==> config.mk <==
export PLATFORM = sky130hd
export DESIGN_NAME = mb_bus_regs
export DESIGN_NICKNAME = d
export VERILOG_FILES = /design/src/mb_machine_pkg.sv /design/src/mb_micro_pkg.sv /design/src/mb_bus_regs.sv
export SDC_FILE = /design/constraint.sdc
export NUM_CORES = 1
export LEC_CHECK = 0
export ABC_AREA = 1
export BUFFER_PORTS_ARGS = -buffer_cell sky130_fd_sc_hd__buf_2
export CAP_MARGIN = 40
export CORE_MARGIN = 3
export CORE_UTILIZATION = 33
export CTS_CLUSTER_DIAMETER = 30
export DETAILED_ROUTE_END_ITERATION = 12
export GPL_TIMING_DRIVEN = 1
export PLACE_DENSITY = 0.89
export SYNTH_ARGS = -nofsm -noshare
export SYNTH_HDL_FRONTEND = slang
export SYNTH_SLANG_ARGS = --single-unit
==> constraint.sdc <==
create_clock -name clk -period 0.85 [get_ports clk]
set_input_delay 0.0425 -clock clk [delete_from_list [all_inputs] [get_ports clk]]
set_output_delay 0.0425 -clock clk [all_outputs]
set_load 0.05 [all_outputs]
==> src/mb_machine_pkg.sv <==
`default_nettype none

package mb_machine_pkg;

    typedef logic [31:0] word_t;        // Machine word on Y and D buses
    typedef logic [11:0] uaddr_t;       // Microinstruction address
    typedef logic [4:0]  modgn_t;       // Modifier group number
    typedef logic [7:0]  procn_t;       // Process number
    typedef logic [4:0]  modnum_t;      // Modifier number within group

    // Mode register RR, bit 31 first
    typedef struct packed {
        logic [1:0] unused;             // Bits 31..30 not specified
        logic       jump;               // Control transfer flag
        logic       rcb;                // Right command flag
        logic       cb;                 // Address changed by register 16
        logic       no_paging;          // Page mapping disabled
        logic       no_procnm;          // Process number check disabled
        logic       negaddr;            // Negative address mode
        logic       no_rprot;           // Page access protection disabled
        logic       no_wprot;           // Page write protection disabled
        logic       intstp;             // Stop on interrupt
        logic       single_step;        // Single instruction step mode
        logic       cemlrg;             // Reserved emulation bit
        logic       no_wtag;            // Tag check on write disabled
        logic       no_intr;            // External interrupts masked
        logic       no_progtag;         // Program tag handling disabled
        logic       no_badacc;          // Foreign accumulator check disabled
        logic       no_rtag;            // Tag check on operand read disabled
        logic       no_badop;           // Foreign operand check disabled
        logic       drg;                // Dispatcher mode
        logic       ovrftb;             // Stash field overflow check blocked
        logic       bnb;                // Range check blocked
        logic       z;                  // Zero
        logic       n;                  // Negative
        logic       c;                  // Carry
        logic       v;                  // Overflow
        logic       ovrib;              // Overflow interrupt blocked
        logic [2:0] grp;                // Operation group, one-hot
        logic       rndb;               // Rounding blocked
        logic       normb;              // Normalization blocked
    } mode_reg_t;

    localparam int STACK_DEPTH_DEF = 5; // Return stack entries

endpackage

`default_nettype wire
==> src/mb_micro_pkg.sv <==
`default_nettype none

package mb_micro_pkg;

    // Sequencer instruction, Am2910 numbering
    typedef enum logic [3:0] {
        SQ_JZ   = 4'd0,                 // Jump to zero, clear stack
        SQ_CJS  = 4'd1,                 // Conditional jump to subroutine
        SQ_JMAP = 4'd2,                 // Jump to mapped address
        SQ_CJP  = 4'd3,                 // Conditional jump
        SQ_CRTN = 4'd10,                // Conditional return
        SQ_CONT = 4'd14                 // Continue
    } seq_op_e;

    // D bus sources
    typedef enum logic [3:0] {
        DS_NONE  = 4'd0,
        DS_MODGN = 4'd1,                // Group number register
        DS_PROCN = 4'd2,                // Process number register
        DS_RR    = 4'd3                 // Mode register
    } dsrc_e;

    // Y bus destinations
    typedef enum logic [3:0] {
        YD_NONE  = 4'd0,
        YD_MODGN = 4'd1,
        YD_PROCN = 4'd2,
        YD_RR    = 4'd3,
        YD_UREG  = 4'd8                 // Effective address register
    } ydst_e;

    // Flag flip-flop decoder codes
    typedef enum logic [4:0] {
        FF_LOGGRP = 5'd1,  FF_MULGRP = 5'd2,  FF_ADDGRP = 5'd3,
        FF_SETC   = 5'd5,  FF_CLRRCB = 5'd6,  FF_SETRCB = 5'd7,
        FF_CLRJMP = 5'd8,  FF_SETJMP = 5'd9,  FF_SETEI  = 5'd10, FF_CLREI = 5'd11,
        FF_CLRTR0 = 5'd12, FF_SETTR0 = 5'd13, FF_CLRTR1 = 5'd14, FF_SETTR1 = 5'd15,
        FF_CLRTKK = 5'd18, FF_SETTKK = 5'd19, FF_SETNR  = 5'd20,
        FF_SETER  = 5'd22, FF_CHTKK  = 5'd23
    } ffcnt_e;

    // Microinstruction, 56 bits
    typedef struct packed {
        seq_op_e                 sqi;   // Sequencer code
        mb_machine_pkg::uaddr_t  a;     // Branch address
        logic [1:0]              map;   // D input source, 3 is Y bus
        logic                    sci;   // Condition to carry-in
        logic                    ici;   // Carry-in inversion
        logic                    icc;   // Condition polarity
        logic                    ise;   // Interrupt enable, copies tkk to rcb
        logic                    iomp;  // Low selects flag decoder
        logic [4:0]              ffcnt; // Flag set/clear code
        logic [4:0]              cond;  // Condition select
        logic                    csm;   // Modifier memory access
        logic                    wem;   // Modifier memory write
        logic                    mod;   // Privileged access
        logic [1:0]              mnsa;  // Modifier number source
        mb_machine_pkg::modnum_t modnm; // Modifier number from microcode
        dsrc_e                   dsrc;  // D bus source
        ydst_e                   ydst;  // Y bus destination
        logic [2:0]              ddev;  // D device, 3 clears cb
        logic [1:0]              spare; // Reserved
    } uinstr_t;

endpackage

`default_nettype wire

==> src/mb_bus_regs.sv <==
`default_nettype none
`timescale 1ns/1ps

module mb_bus_regs (
    input  wire                              clk,
    input  wire                              reset,
    input  wire  mb_micro_pkg::uinstr_t      i_uinstr,   // Current microinstruction
    input  wire  mb_machine_pkg::word_t      i_y,        // Y bus
    input  wire  mb_machine_pkg::mode_reg_t  i_rr,       // Mode register
    input  wire  mb_machine_pkg::word_t      i_mr_read,  // Modifier read data
    output mb_machine_pkg::modgn_t           o_modgn,    // Group number register
    output mb_machine_pkg::word_t            o_ureg,     // Effective address register
    output mb_machine_pkg::word_t            o_d         // D bus
);

    mb_machine_pkg::procn_t procn;                        // Process number register

    // --------------------------------------------------
    // Y bus destinations
    always_ff @(posedge clk) begin
        if (reset) begin
            o_modgn <= '0;
            procn   <= '0;
            o_ureg  <= '0;
        end else begin
            case (i_uinstr.ydst)
                mb_micro_pkg::YD_MODGN: o_modgn <= i_y[9:5];
                mb_micro_pkg::YD_PROCN: procn   <= i_y[7:0];
                mb_micro_pkg::YD_UREG:  o_ureg  <= i_y;   // Full word
                default: ;
            endcase
        end
    end

    // --------------------------------------------------
    // D bus sources
    always_comb begin
        case (i_uinstr.dsrc)
            mb_micro_pkg::DS_MODGN: o_d = {21'd0, 1'b1, o_modgn, 5'd0};  // Marker bit 10
            mb_micro_pkg::DS_PROCN: o_d = {24'd0, procn};
            mb_micro_pkg::DS_RR:    o_d = i_rr;
            default: o_d = (i_uinstr.csm && !i_uinstr.wem) ? i_mr_read : '0;
        endcase
    end

endmodule

`default_nettype wire

# ---- Yosys cells after proc, flatten, opt, wreduce, memory -nomap -nowiden
# Index checks and enable logic that the tools add are counted.
dict set report word_totals {
  ff_bits 45
  inputBits 154
  output_inout_bits 69
  wordCells 13
}
dict set report classes {
  reduce_logical 2
  eq_ne 6
  muxes 2
}
# operator n
set op_table {}
lappend op_table {{$pmux 32 s3} 1}
lappend op_table {{$mux 32} 1}
lappend op_table {{$eq 4x2->1 const B} 3}
lappend op_table {{$eq 4x1->1 const B} 2}
lappend op_table {{$eq 4x4->1 const B} 1}
lappend op_table {{$logic_and 1x1->1} 1}
lappend op_table {{$logic_not 1->1} 1}

# ---- Longest topological paths before layout
# Gate-level depths: netlist of run 1.
dict set report logic_depth {
  word_depth 4
  mapped_depth 7
  ltp_nobuf 5
}

# ---- Worst setup path after synthesis of run 1
# OpenSTA, ideal clock, no wires.
dict set report synth_timing {
  path_type {register -> output}
  from {register o_modgn[0]}
  to {output port o_d[5]}
  path_slack_ns -0.385
  path_stages_with_launch 3
  arrival_ns 1.192
  cell_sequence {dfxtp_1 nand3_1 nand4_1}
}
dict set report synth_between {
  elab_chain_cells 1
}
# item line
set synth_lines {}
lappend synth_lines {{start: declaration} mb_bus_regs.sv:11} ;# output mb_machine_pkg::modgn_t o_modgn,
lappend synth_lines {{start signal: assignment} mb_bus_regs.sv:27} ;# mb_micro_pkg::YD_MODGN: o_modgn <= i_y[9:5];
lappend synth_lines {{$pmux 32 s3} mb_bus_regs.sv:38} ;# case (i_uinstr.dsrc)
lappend synth_lines {{end: declaration} mb_bus_regs.sv:13} ;# output mb_machine_pkg::word_t o_d
# No other way between the ends.

# ---- Worst setup path after layout of run 1
dict set report layout_timing {
  from {input port i_uinstr[9] (netlist name)}
  to {output port o_d[13]}
}
dict set report layout_between {
  elab_chain_cells 2
}
# item line
set layout_lines {}
lappend layout_lines {{start: declaration} mb_bus_regs.sv:7} ;# input wire mb_micro_pkg::uinstr_t i_uinstr,
lappend layout_lines {{$eq 4x2->1 or $eq 4x1->1 (tied branches)} mb_bus_regs.sv:38}
lappend layout_lines {{$pmux 32 s3 *} mb_bus_regs.sv:38}
# Mark *: on every way between the ends. The rest lies on a longest branch, timed or not.

==> summary by stage, run 1 <==
Final layout
The number of inserted filler cells in the final layout is 315. Of the cells placed in the final design, the portion with a size suffix greater than 1 is 0.658. The layout overhead on the synthesized area is 142%. Leaving out filler cells and counting taps, the final layout contains 648.

The diode insertion count for antenna repair is 0. The net count of the finished layout is 724. After routing the design area is 5430 um^2.

Routing
The first-pass iteration count of the detailed router is 6. Dividing the detail-routed wire length by the instance count gives 21.7 um. After detailed routing, the number of remaining DRC violations is 0. The routed layout has 3,746 vias. The final layout contains routed wiring with a total length of 14,100 um.

Using the TritonRoute via totals, the vias-per-cell ratio works out to 5.78. Once detail routing completed, the nets flagged for antenna violations numbered 0. In this run, the number of DRC markers left after iteration 0 of detailed routing was 292.

Yosys
The count of cell types in the netlist is 15. The commonest cells after synthesis are sky130_fd_sc_hd__nand2_1 (103), sky130_fd_sc_hd__nand3_1 (97), sky130_fd_sc_hd__a21oi_1 (45), sky130_fd_sc_hd__dfxtp_1 (45), sky130_fd_sc_hd__buf_2 (12). Counting every net in the synthesized netlist gives 496. The synthesized design contains 0 enable-type register cells. In the post-synthesis netlist, the biggest area contributors are sky130_fd_sc_hd__dfxtp_1 (40%), sky130_fd_sc_hd__nand3_1 (22%), sky130_fd_sc_hd__nand2_1 (17%), sky130_fd_sc_hd__a21oi_1 (10%), sky130_fd_sc_hd__buf_2 (2.7%).

The synthesized design contains 45 register bits. Among all cell types in the netlist, the one instantiated most often is sky130_fd_sc_hd__nand2_1. The sequential fraction of the synthesis area is 0.401. The mean instance size in the synthesized netlist is 6.57 um^2. Of all flip-flops after synthesis, the portion carrying an async set or reset was 0. Of the post-synthesis cell area, the dominant cell type holds 0.401. The biggest area contributor in the post-synthesis netlist is sky130_fd_sc_hd__dfxtp_1. The warning count from the yosys run is 0.

The most instantiated flip-flop cell in the synthesis netlist is sky130_fd_sc_hd__dfxtp_1. The synthesized instance count is 342. The mapped cell area is 2250 um^2.

Clock tree
Counting along the longest clock path gives a buffer depth of 2. The CTS clock-pin slew for the worst setup and hold paths is 0.09 ns. TritonCTS built the clock tree. CTS placed an instance of sky130_fd_sc_hd__clkbuf_8 at the clock tree root.

CTS saw 45 sinks. The H-tree was split into 2 levels. The clock reaches the later pin of the worst-skew pair after 0.29 ns.

The number of buffers added by the clock tree synthesis step is 5.

STA
The final worst clock skew is 0 ns. The tightest hold path in the finished design has a slack of 0.00505 ns. Setup repair after global routing could not meet its margin everywhere.

The share of the cycle needed by the critical path after routing is 1.36. The worst path setup slack after routing is -0.308 ns. The top achievable clock speed is 864 MHz. The number of endpoints with negative hold slack in the final report is 0. The tightest slew margin relative to the limit is 0.779.

The smallest clock period supported by the final layout is computed as 1.16 ns. Setup violations remaining at the end of the flow were counted as 44. The max-slew violation count was 0. The pin slew with the least headroom to its limit is 0.330 ns.

Die
The vertical die dimension is 88.5 um. For this configuration, the core starts out at a cell density of 0.348. The floorplan step set the die width to 88.5 um.

During I/O placement, the number of pins put on the boundary was 223. The die covers 7840 um^2. The area of the core is 6460 um^2. The count of standard-cell rows is 29.

Power
The total leakage power is 2.55 nW. The worst-case IR drop observed on VDD is 0.996 mV. Of the total power, the share spent switching nets is 0.329.

The power per unit of standard cell area is 1110 nW/um^2. The analysis attributes to net switching a power of 1.98 mW. The share of total power dissipated in the clock network is 0.286. The proportion of power drawn by flip-flops and latches is 0.365. The fraction of power consumed by combinational cells is 0.349. Overall power consumption after layout is estimated at 6.01 mW. The internal power contribution is 4.03 mW.

Critical path
The kind of start point of the critical path is an input port. The worst setup path is captured at an output pin. The worst register-to-register path has a setup slack of 0.02 ns. The largest fanout on the critical path is 11. The required arrival time at the worst endpoint is 0.81 ns. The arrival time at the worst endpoint is 1.12 ns. The worst setup path is of the input port to output pin kind.

Placed design
The pre-CTS worst setup slack is -0.304 ns. The cell count after placement is 596. During placement, the flow inserted port buffers numbering 176. The instance area after placement is 3720 um^2. The congestion estimate from routability-driven global placement came to 0.763.

The placed wire-length estimate after detailed placement is 6550 um.

Status
The flow ran to the end, but the final reports show violations. The final reports fail on setup timing.

Global route
The residual overflow from global routing is 0. Across every metal layer, demand over resource in global routing totals 0.265. The first global-routing pass estimated 16,300 um of wire. The number of antenna violations at the first check in global routing is 1. The number of global-route vias before repair came to 3,400. Entering global routing, the biggest net connects 46 pins.

Run
The tool flagged a number of max-cap violations equal to 0.

Worst hold path
The tightest min-delay check is of the input port to flop type.
-- critical path, stage by stage --
cell                      delay (ns)
sky130_fd_sc_hd__buf_12         0.11
sky130_fd_sc_hd__o21ai_4        0.28
sky130_fd_sc_hd__buf_12         0.19
sky130_fd_sc_hd__nand3_1        0.21
sky130_fd_sc_hd__nand2_4        0.14
sky130_fd_sc_hd__buf_8          0.15
-- power groups by stage --
| stage | sequential, mW | clock [mW] | combinational [mW] |
|---|---|---|---|
| 5_1_grt | 2.20 | 1.83 | 2.17 |
| 2_1_floorplan | 2.35 | 0 | 0.690 |
| 3_5_place_dp | 2.22 | 0 | 1.40 |
| 4_1_cts | 2.18 | 1.73 | 1.71 |
| 3_3_place_gp | 2.22 | 0 | 1.38 |
| 6_report | 2.19 | 1.72 | 2.10 |
-- layout make-up --
| type | count | area [um^2] | area share |
|---|---|---|---|
| Inverter | 11 | 41.3 | 0.00760 |
| Multi-Input combinational cell | 262 | 1780 | 0.328 |
| Timing Repair Buffer | 245 | 2430 | 0.448 |
| Tap cell | 77 | 96.3 | 0.0177 |
| Sequential cell | 45 | 965 | 0.178 |
| Clock buffer | 6 | 82.6 | 0.0152 |
| Clock inverter | 2 | 36.3 | 0.00668 |
-- registers in the layout (all words and copies together) (netlist names) --
register  cells
o_ureg       32
procn         8
o_modgn       5
-- logic make-up after synthesis --
logic type             share of synthesized area
AOI/OAI and AO/OA                          0.106
buffers and inverters                     0.0684
DFF                                        0.401
and+or+nand+nor                            0.425
-- stage by stage --
stage,util,TNS (ns)
after floorplan,-,-0.828
after global placement,0.576,-9.92
after detailed placement,0.576,-13.18
after CTS,0.721,-5.57
after global routing,0.841,-9.05
final,0.841,-7.35
-- cell usage in the layout, fill, tap and decap left out, types with 7 or more instances in the layout --
| master | instances |
|---|---|
| sky130_fd_sc_hd__buf_4 | 34 |
| sky130_fd_sc_hd__nor2_1 | 7 |
| sky130_fd_sc_hd__nand2_1 | 53 |
| sky130_fd_sc_hd__buf_6 | 15 |
| sky130_fd_sc_hd__nand3_2 | 27 |
| sky130_fd_sc_hd__nand3_1 | 65 |
| sky130_fd_sc_hd__buf_2 | 103 |
| sky130_fd_sc_hd__dfxtp_2 | 42 |
| sky130_fd_sc_hd__a21oi_1 | 45 |
| sky130_fd_sc_hd__buf_12 | 18 |
| sky130_fd_sc_hd__inv_1 | 10 |
| sky130_fd_sc_hd__nand2_4 | 46 |
| sky130_fd_sc_hd__dlygate4sd3_1 | 11 |
| sky130_fd_sc_hd__buf_8 | 58 |
-- per-layer routing --
| metal | vias to the layer above | global-route usage | wire length [um] |
|---|---|---|---|
| met2 | 323 | 0.492 | 6940 |
| met1 | 1733 | 0.266 | 4640 |
| met3 | 82 | 0.0875 | 1670 |
| met4 | 2 | 0.125 | 821 |
| li1 | 1606 | - | - |
| met5 | - | 0 | 15 |
-- worst paths after layout --
check,start,endpoint,cells past startpoint
worst min-delay path,i_y[30],o_ureg[30]$_SDFFE_PP0N_,3
worst min register to register,o_ureg[4]$_SDFFE_PP0N_,o_ureg[4]$_SDFFE_PP0N_,2
worst max-delay path,i_uinstr[9],o_d[13],6
worst max register to register,o_ureg[15]$_SDFFE_PP0N_,o_ureg[15]$_SDFFE_PP0N_,3
-- what timing repair did --
action,4_1_cts,5_1_grt
setup buffers,6,22
endpoints found under the hold margin,11,0
endpoints found under the setup margin,69,69
resized for setup,200,116
gates cloned,1,7
hold buffers,11,0
pin swaps,3,35
(Power assumes the default switching activity.)
==> run 2: changes to the inputs <==
--- a/config.mk
+++ b/config.mk
@@ -14,6 +14,7 @@
 export DETAILED_ROUTE_END_ITERATION = 12
 export GPL_TIMING_DRIVEN = 1
 export PLACE_DENSITY = 0.89
+export SKIP_CTS_REPAIR_TIMING = 1
 export SYNTH_ARGS = -nofsm -noshare
 export SYNTH_HDL_FRONTEND = slang
 export SYNTH_SLANG_ARGS = --single-unit
==> run 2 against run 1 <==
Effect of this change:
- the run still ends with setup timing left
- clock skew is the same
- critical path depth grew 2
- core utilization shrank 5.5 points
- design area shrank 6.5%
- via count shrank 8.8%
- power shrank 3.0%
- worst hold slack lost 0.0014 ns
- register-to-register slack gained 0.02 ns
- combinational power shrank 8%
- non-clock buffer count shrank 19
- wire length shrank 18%
- global-route usage shrank 6.8 points
- critical endpoint is now o_d[0]
- largest cell class unchanged
==> summary by stage, run 2 (synthesis results as in run 1) <==
Run
The number of max-cap violations is 0 (unchanged).

Placed design
The global placer's final weighted congestion was 0.763 (unchanged). The placed wire-length estimate after detailed placement is 6550 um (unchanged). The cell count after placement is 596 (unchanged).

The pre-CTS worst setup slack was -0.304 ns (unchanged). The number of port buffers is 176 (unchanged).

Clock tree
The clock root buffer master is sky130_fd_sc_hd__clkbuf_8 (unchanged). The clock sink total is 45 (unchanged). The CTS clock-pin slew for the worst setup and hold paths was 0.09 ns (about the same). The TritonCTS clock tree is yes (unchanged). The clock tree buffer depth is 2 (unchanged). The worst-skew pair later-pin latency is 0.29 ns (about the same). The number of H-tree levels is 2 (unchanged). The number of buffers added by the clock tree synthesis step was 5 (unchanged).

Final layout
The utilization of the core after routing is 0.786 (was 0.841). The number of nets in the layout was 705 (was 724). Most used cells in the layout excluding fill and tap cells: sky130_fd_sc_hd__buf_2 (103), sky130_fd_sc_hd__nand3_1 (73), sky130_fd_sc_hd__nand2_1 (54) (was sky130_fd_sc_hd__buf_2 (103), sky130_fd_sc_hd__nand3_1 (65), sky130_fd_sc_hd__buf_8 (58)). The number of inserted filler cells in the final layout is 385 (was 315). The share of post-route cells with drive strength above 1 came to 0.647 (was 0.658). The diode insertion count for antenna repair was 0 (unchanged).

The flip-flop count of the largest register after layout is 32 (unchanged). The layout overhead on the synthesized area came to 126% (was 142%). The most frequent standard cell in the layout excluding fill and tap cells is sky130_fd_sc_hd__buf_2 (unchanged). The final cell count without fillers was 629 (was 648). The register name with the most flops is o_ureg (unchanged). Biggest registers after layout: o_ureg: 32 flops, procn: 8 flops, o_modgn: 5 flops (unchanged).

Power
The largest voltage drop on the vdd net is 1.08 mV (was 0.996 mV). The net load switching power is 1.87 mW (was 1.98 mW). The net switching fraction of the power is 0.321 (was 0.329). The proportion of power drawn by flip-flops and latches is 0.376 (was 0.365). The internal power contribution is 3.96 mW (was 4.03 mW). The total power after layout is 5.82 mW (was 6.01 mW). The total leakage power is 2.36 nW (was 2.55 nW). The power per unit of standard cell area was 1150 nW/um^2 (was 1110 nW/um^2). The portion of total power attributed to the clock network is 0.293 (was 0.286). The fraction of power consumed by combinational cells is 0.331 (was 0.349).

Die
The width of the die came to 88.5 um (unchanged). The area of the core came to 6460 um^2 (unchanged). The number of top-level pins came to 223 (unchanged). The count of standard-cell rows is 29 (unchanged).

The vertical die dimension is 88.5 um (unchanged). The die footprint came to 7840 um^2 (unchanged). The initial standard-cell utilization of the core is 0.348 (unchanged).

Critical path
The combined buffer and inverter count along the critical path is 4 (was 3). The largest fanout on the critical path is 7 (was 11). The type of element capturing the critical path is an output pin (unchanged). The critical path start-end classification is input port to output pin (unchanged).

The kind of start point of the critical path is an input port (unchanged). The cell family contributing the most delay on the critical path is buffers and inverters (unchanged). The end of the worst register-to-register path is o_modgn[3]$_SDFFE_PP0N_ (was o_ureg[15]$_SDFFE_PP0N_). The worst-case register-to-register setup slack is 0.04 ns (was 0.02 ns). The largest stage delay on the critical path is 0.21 ns (was 0.28 ns). Sequence of cells on the critical path: buf_12, nand2_8, nor3_4, buf_6, buf_12, nand2_1, nand3_2, buf_8 (was buf_12, o21ai_4, buf_12, nand3_1, nand2_4, buf_8). The cell occurring most often along the worst timing path is sky130_fd_sc_hd__buf_12 (unchanged). The startpoint of the worst register-to-register path was o_modgn[3]$_SDFFE_PP0N_ (was o_ureg[15]$_SDFFE_PP0N_).

The worst reg2reg path depth was 4 (was 3). The arrival time at the worst endpoint came to 1.06 ns (was 1.12 ns). The slowest stage cell on the critical path is sky130_fd_sc_hd__nor3_4 (was sky130_fd_sc_hd__o21ai_4). The required arrival time at the worst endpoint is 0.81 ns (about the same).

Worst hold path
The depth of the worst hold-timing path was 3 (unchanged). The hold path startpoint was i_y[22] (was i_y[30]). The endpoint with the worst hold slack is o_ureg[22]$_SDFFE_PP0N_ (was o_ureg[30]$_SDFFE_PP0N_).

The class of the most critical hold timing path is input port to flop (unchanged).

Routing
The initial detailed-routing violation count was 152 (was 292). The uppermost layer routed is met4 (was met5). The met1 routed wirelength after detailed routing is 3910 um (was 4640 um). The per-cell routed wire length is 18.3 um (was 21.7 um). The number of nets with antenna violations after routing is 0 (unchanged).

The via count came to 3,417 (was 3,746). The first-pass iteration count of the detailed router is 4 (was 6). The average via count per standard cell came to 5.43 (was 5.78). The wire length on met3 is 1240 um (was 1670 um). The met2 wire length came to 5860 um (was 6940 um). The number of remaining DRC errors came to 0 (unchanged). The total wirelength of the detailed-routed design is 11,500 um (was 14,100 um).

STA
The number of endpoints with negative hold slack in the final report is 0 (unchanged). The share of the cycle needed by the critical path after routing was 1.30 (was 1.36). The number of setup violations in the final report is 39 (was 44).

The worst path setup slack after routing is -0.256 ns (was -0.308 ns). The tightest slew margin relative to the limit came to 0.796 (was 0.779). The final worst clock skew is 0 ns (unchanged).

The minimum clock period after layout is 1.11 ns (was 1.16 ns). The top achievable clock speed is 904 MHz (was 864 MHz). The pin slew with the least headroom to its limit came to 0.306 ns (was 0.330 ns). The worst hold slack after final layout was 0.00365 ns (was 0.00505 ns). The max-slew violation count is 0 (unchanged).

Setup repair after global routing missed its margin: yes (unchanged).

Global route
The first-pass GRT wire length is 12,400 um (was 16,300 um). The global router's overall resource usage is 0.197 (was 0.265). The number of antenna violations at the first check in global routing is 0 (was 1). The residual overflow from global routing is 0 (unchanged). The number of global-route vias before repair is 2,850 (was 3,400). The pin count of the biggest net entering global routing came to 46 (unchanged).

Status
Run status: finished, violations left (unchanged). Violations in the final reports: setup timing (unchanged).
-- run 2: worst max-delay path by stage --
stage                                       start       to  slack, ns  cells past startpoint
final                                 i_uinstr[9]   o_d[0]      -0.26                      8
after global routing                  i_uinstr[9]   o_d[0]      -0.29                      7
after CTS                 o_modgn[4]$_SDFFE_PP0N_   o_d[9]      -0.33                      3
after detailed placement              i_uinstr[9]   o_d[9]      -0.30                      7
after global placement                i_uinstr[9]  o_d[11]      -0.24                      6
after floorplan                      i_uinstr[11]   o_d[5]      -0.17                      5
-- run 2: area by class of cell --
type	instances	area [um^2]	area share
Clock inverter	2	36.3	0.00715
Inverter	11	43.8	0.00863
Clock buffer	6	82.6	0.0163
Multi-Input combinational cell	262	1660	0.328
Tap cell	77	96.3	0.0190
Timing Repair Buffer	226	2190	0.431
Sequential cell	45	965	0.190
-- run 2: metal layers --
layer,up-vias,track usage
met2,214,0.356
met1,1582,0.226
li1,1573,-
met3,48,0.0512
met4,0,0.0632
met5,-,0
-- run 2: power by group through the flow --
stage	logic [mW]	registers, mW	clock network [mW]
2_1_floorplan	0.690	2.35	0
6_report	1.93	2.19	1.71
5_1_grt	2.01	2.19	1.83
3_3_place_gp	1.38	2.22	0
4_1_cts	1.41	2.17	1.73
3_5_place_dp	1.40	2.22	0
-- run 2: through the flow --
stage               setup TNS, ns  instance area, um^2
finish                      -6.55                 5080
global route                -8.35                 5080
CTS                        -12.45                 3840
detailed placement         -13.18                 3720
global placement            -9.92                 3720
floorplan                  -0.828                 2540
-- run 2: worst register-to-register path: stages (launching register included) --
cell                      delay, ns
sky130_fd_sc_hd__dfxtp_4       0.36
sky130_fd_sc_hd__buf_6         0.12
sky130_fd_sc_hd__buf_4         0.12
sky130_fd_sc_hd__nand2_1       0.05
sky130_fd_sc_hd__a21oi_1       0.05
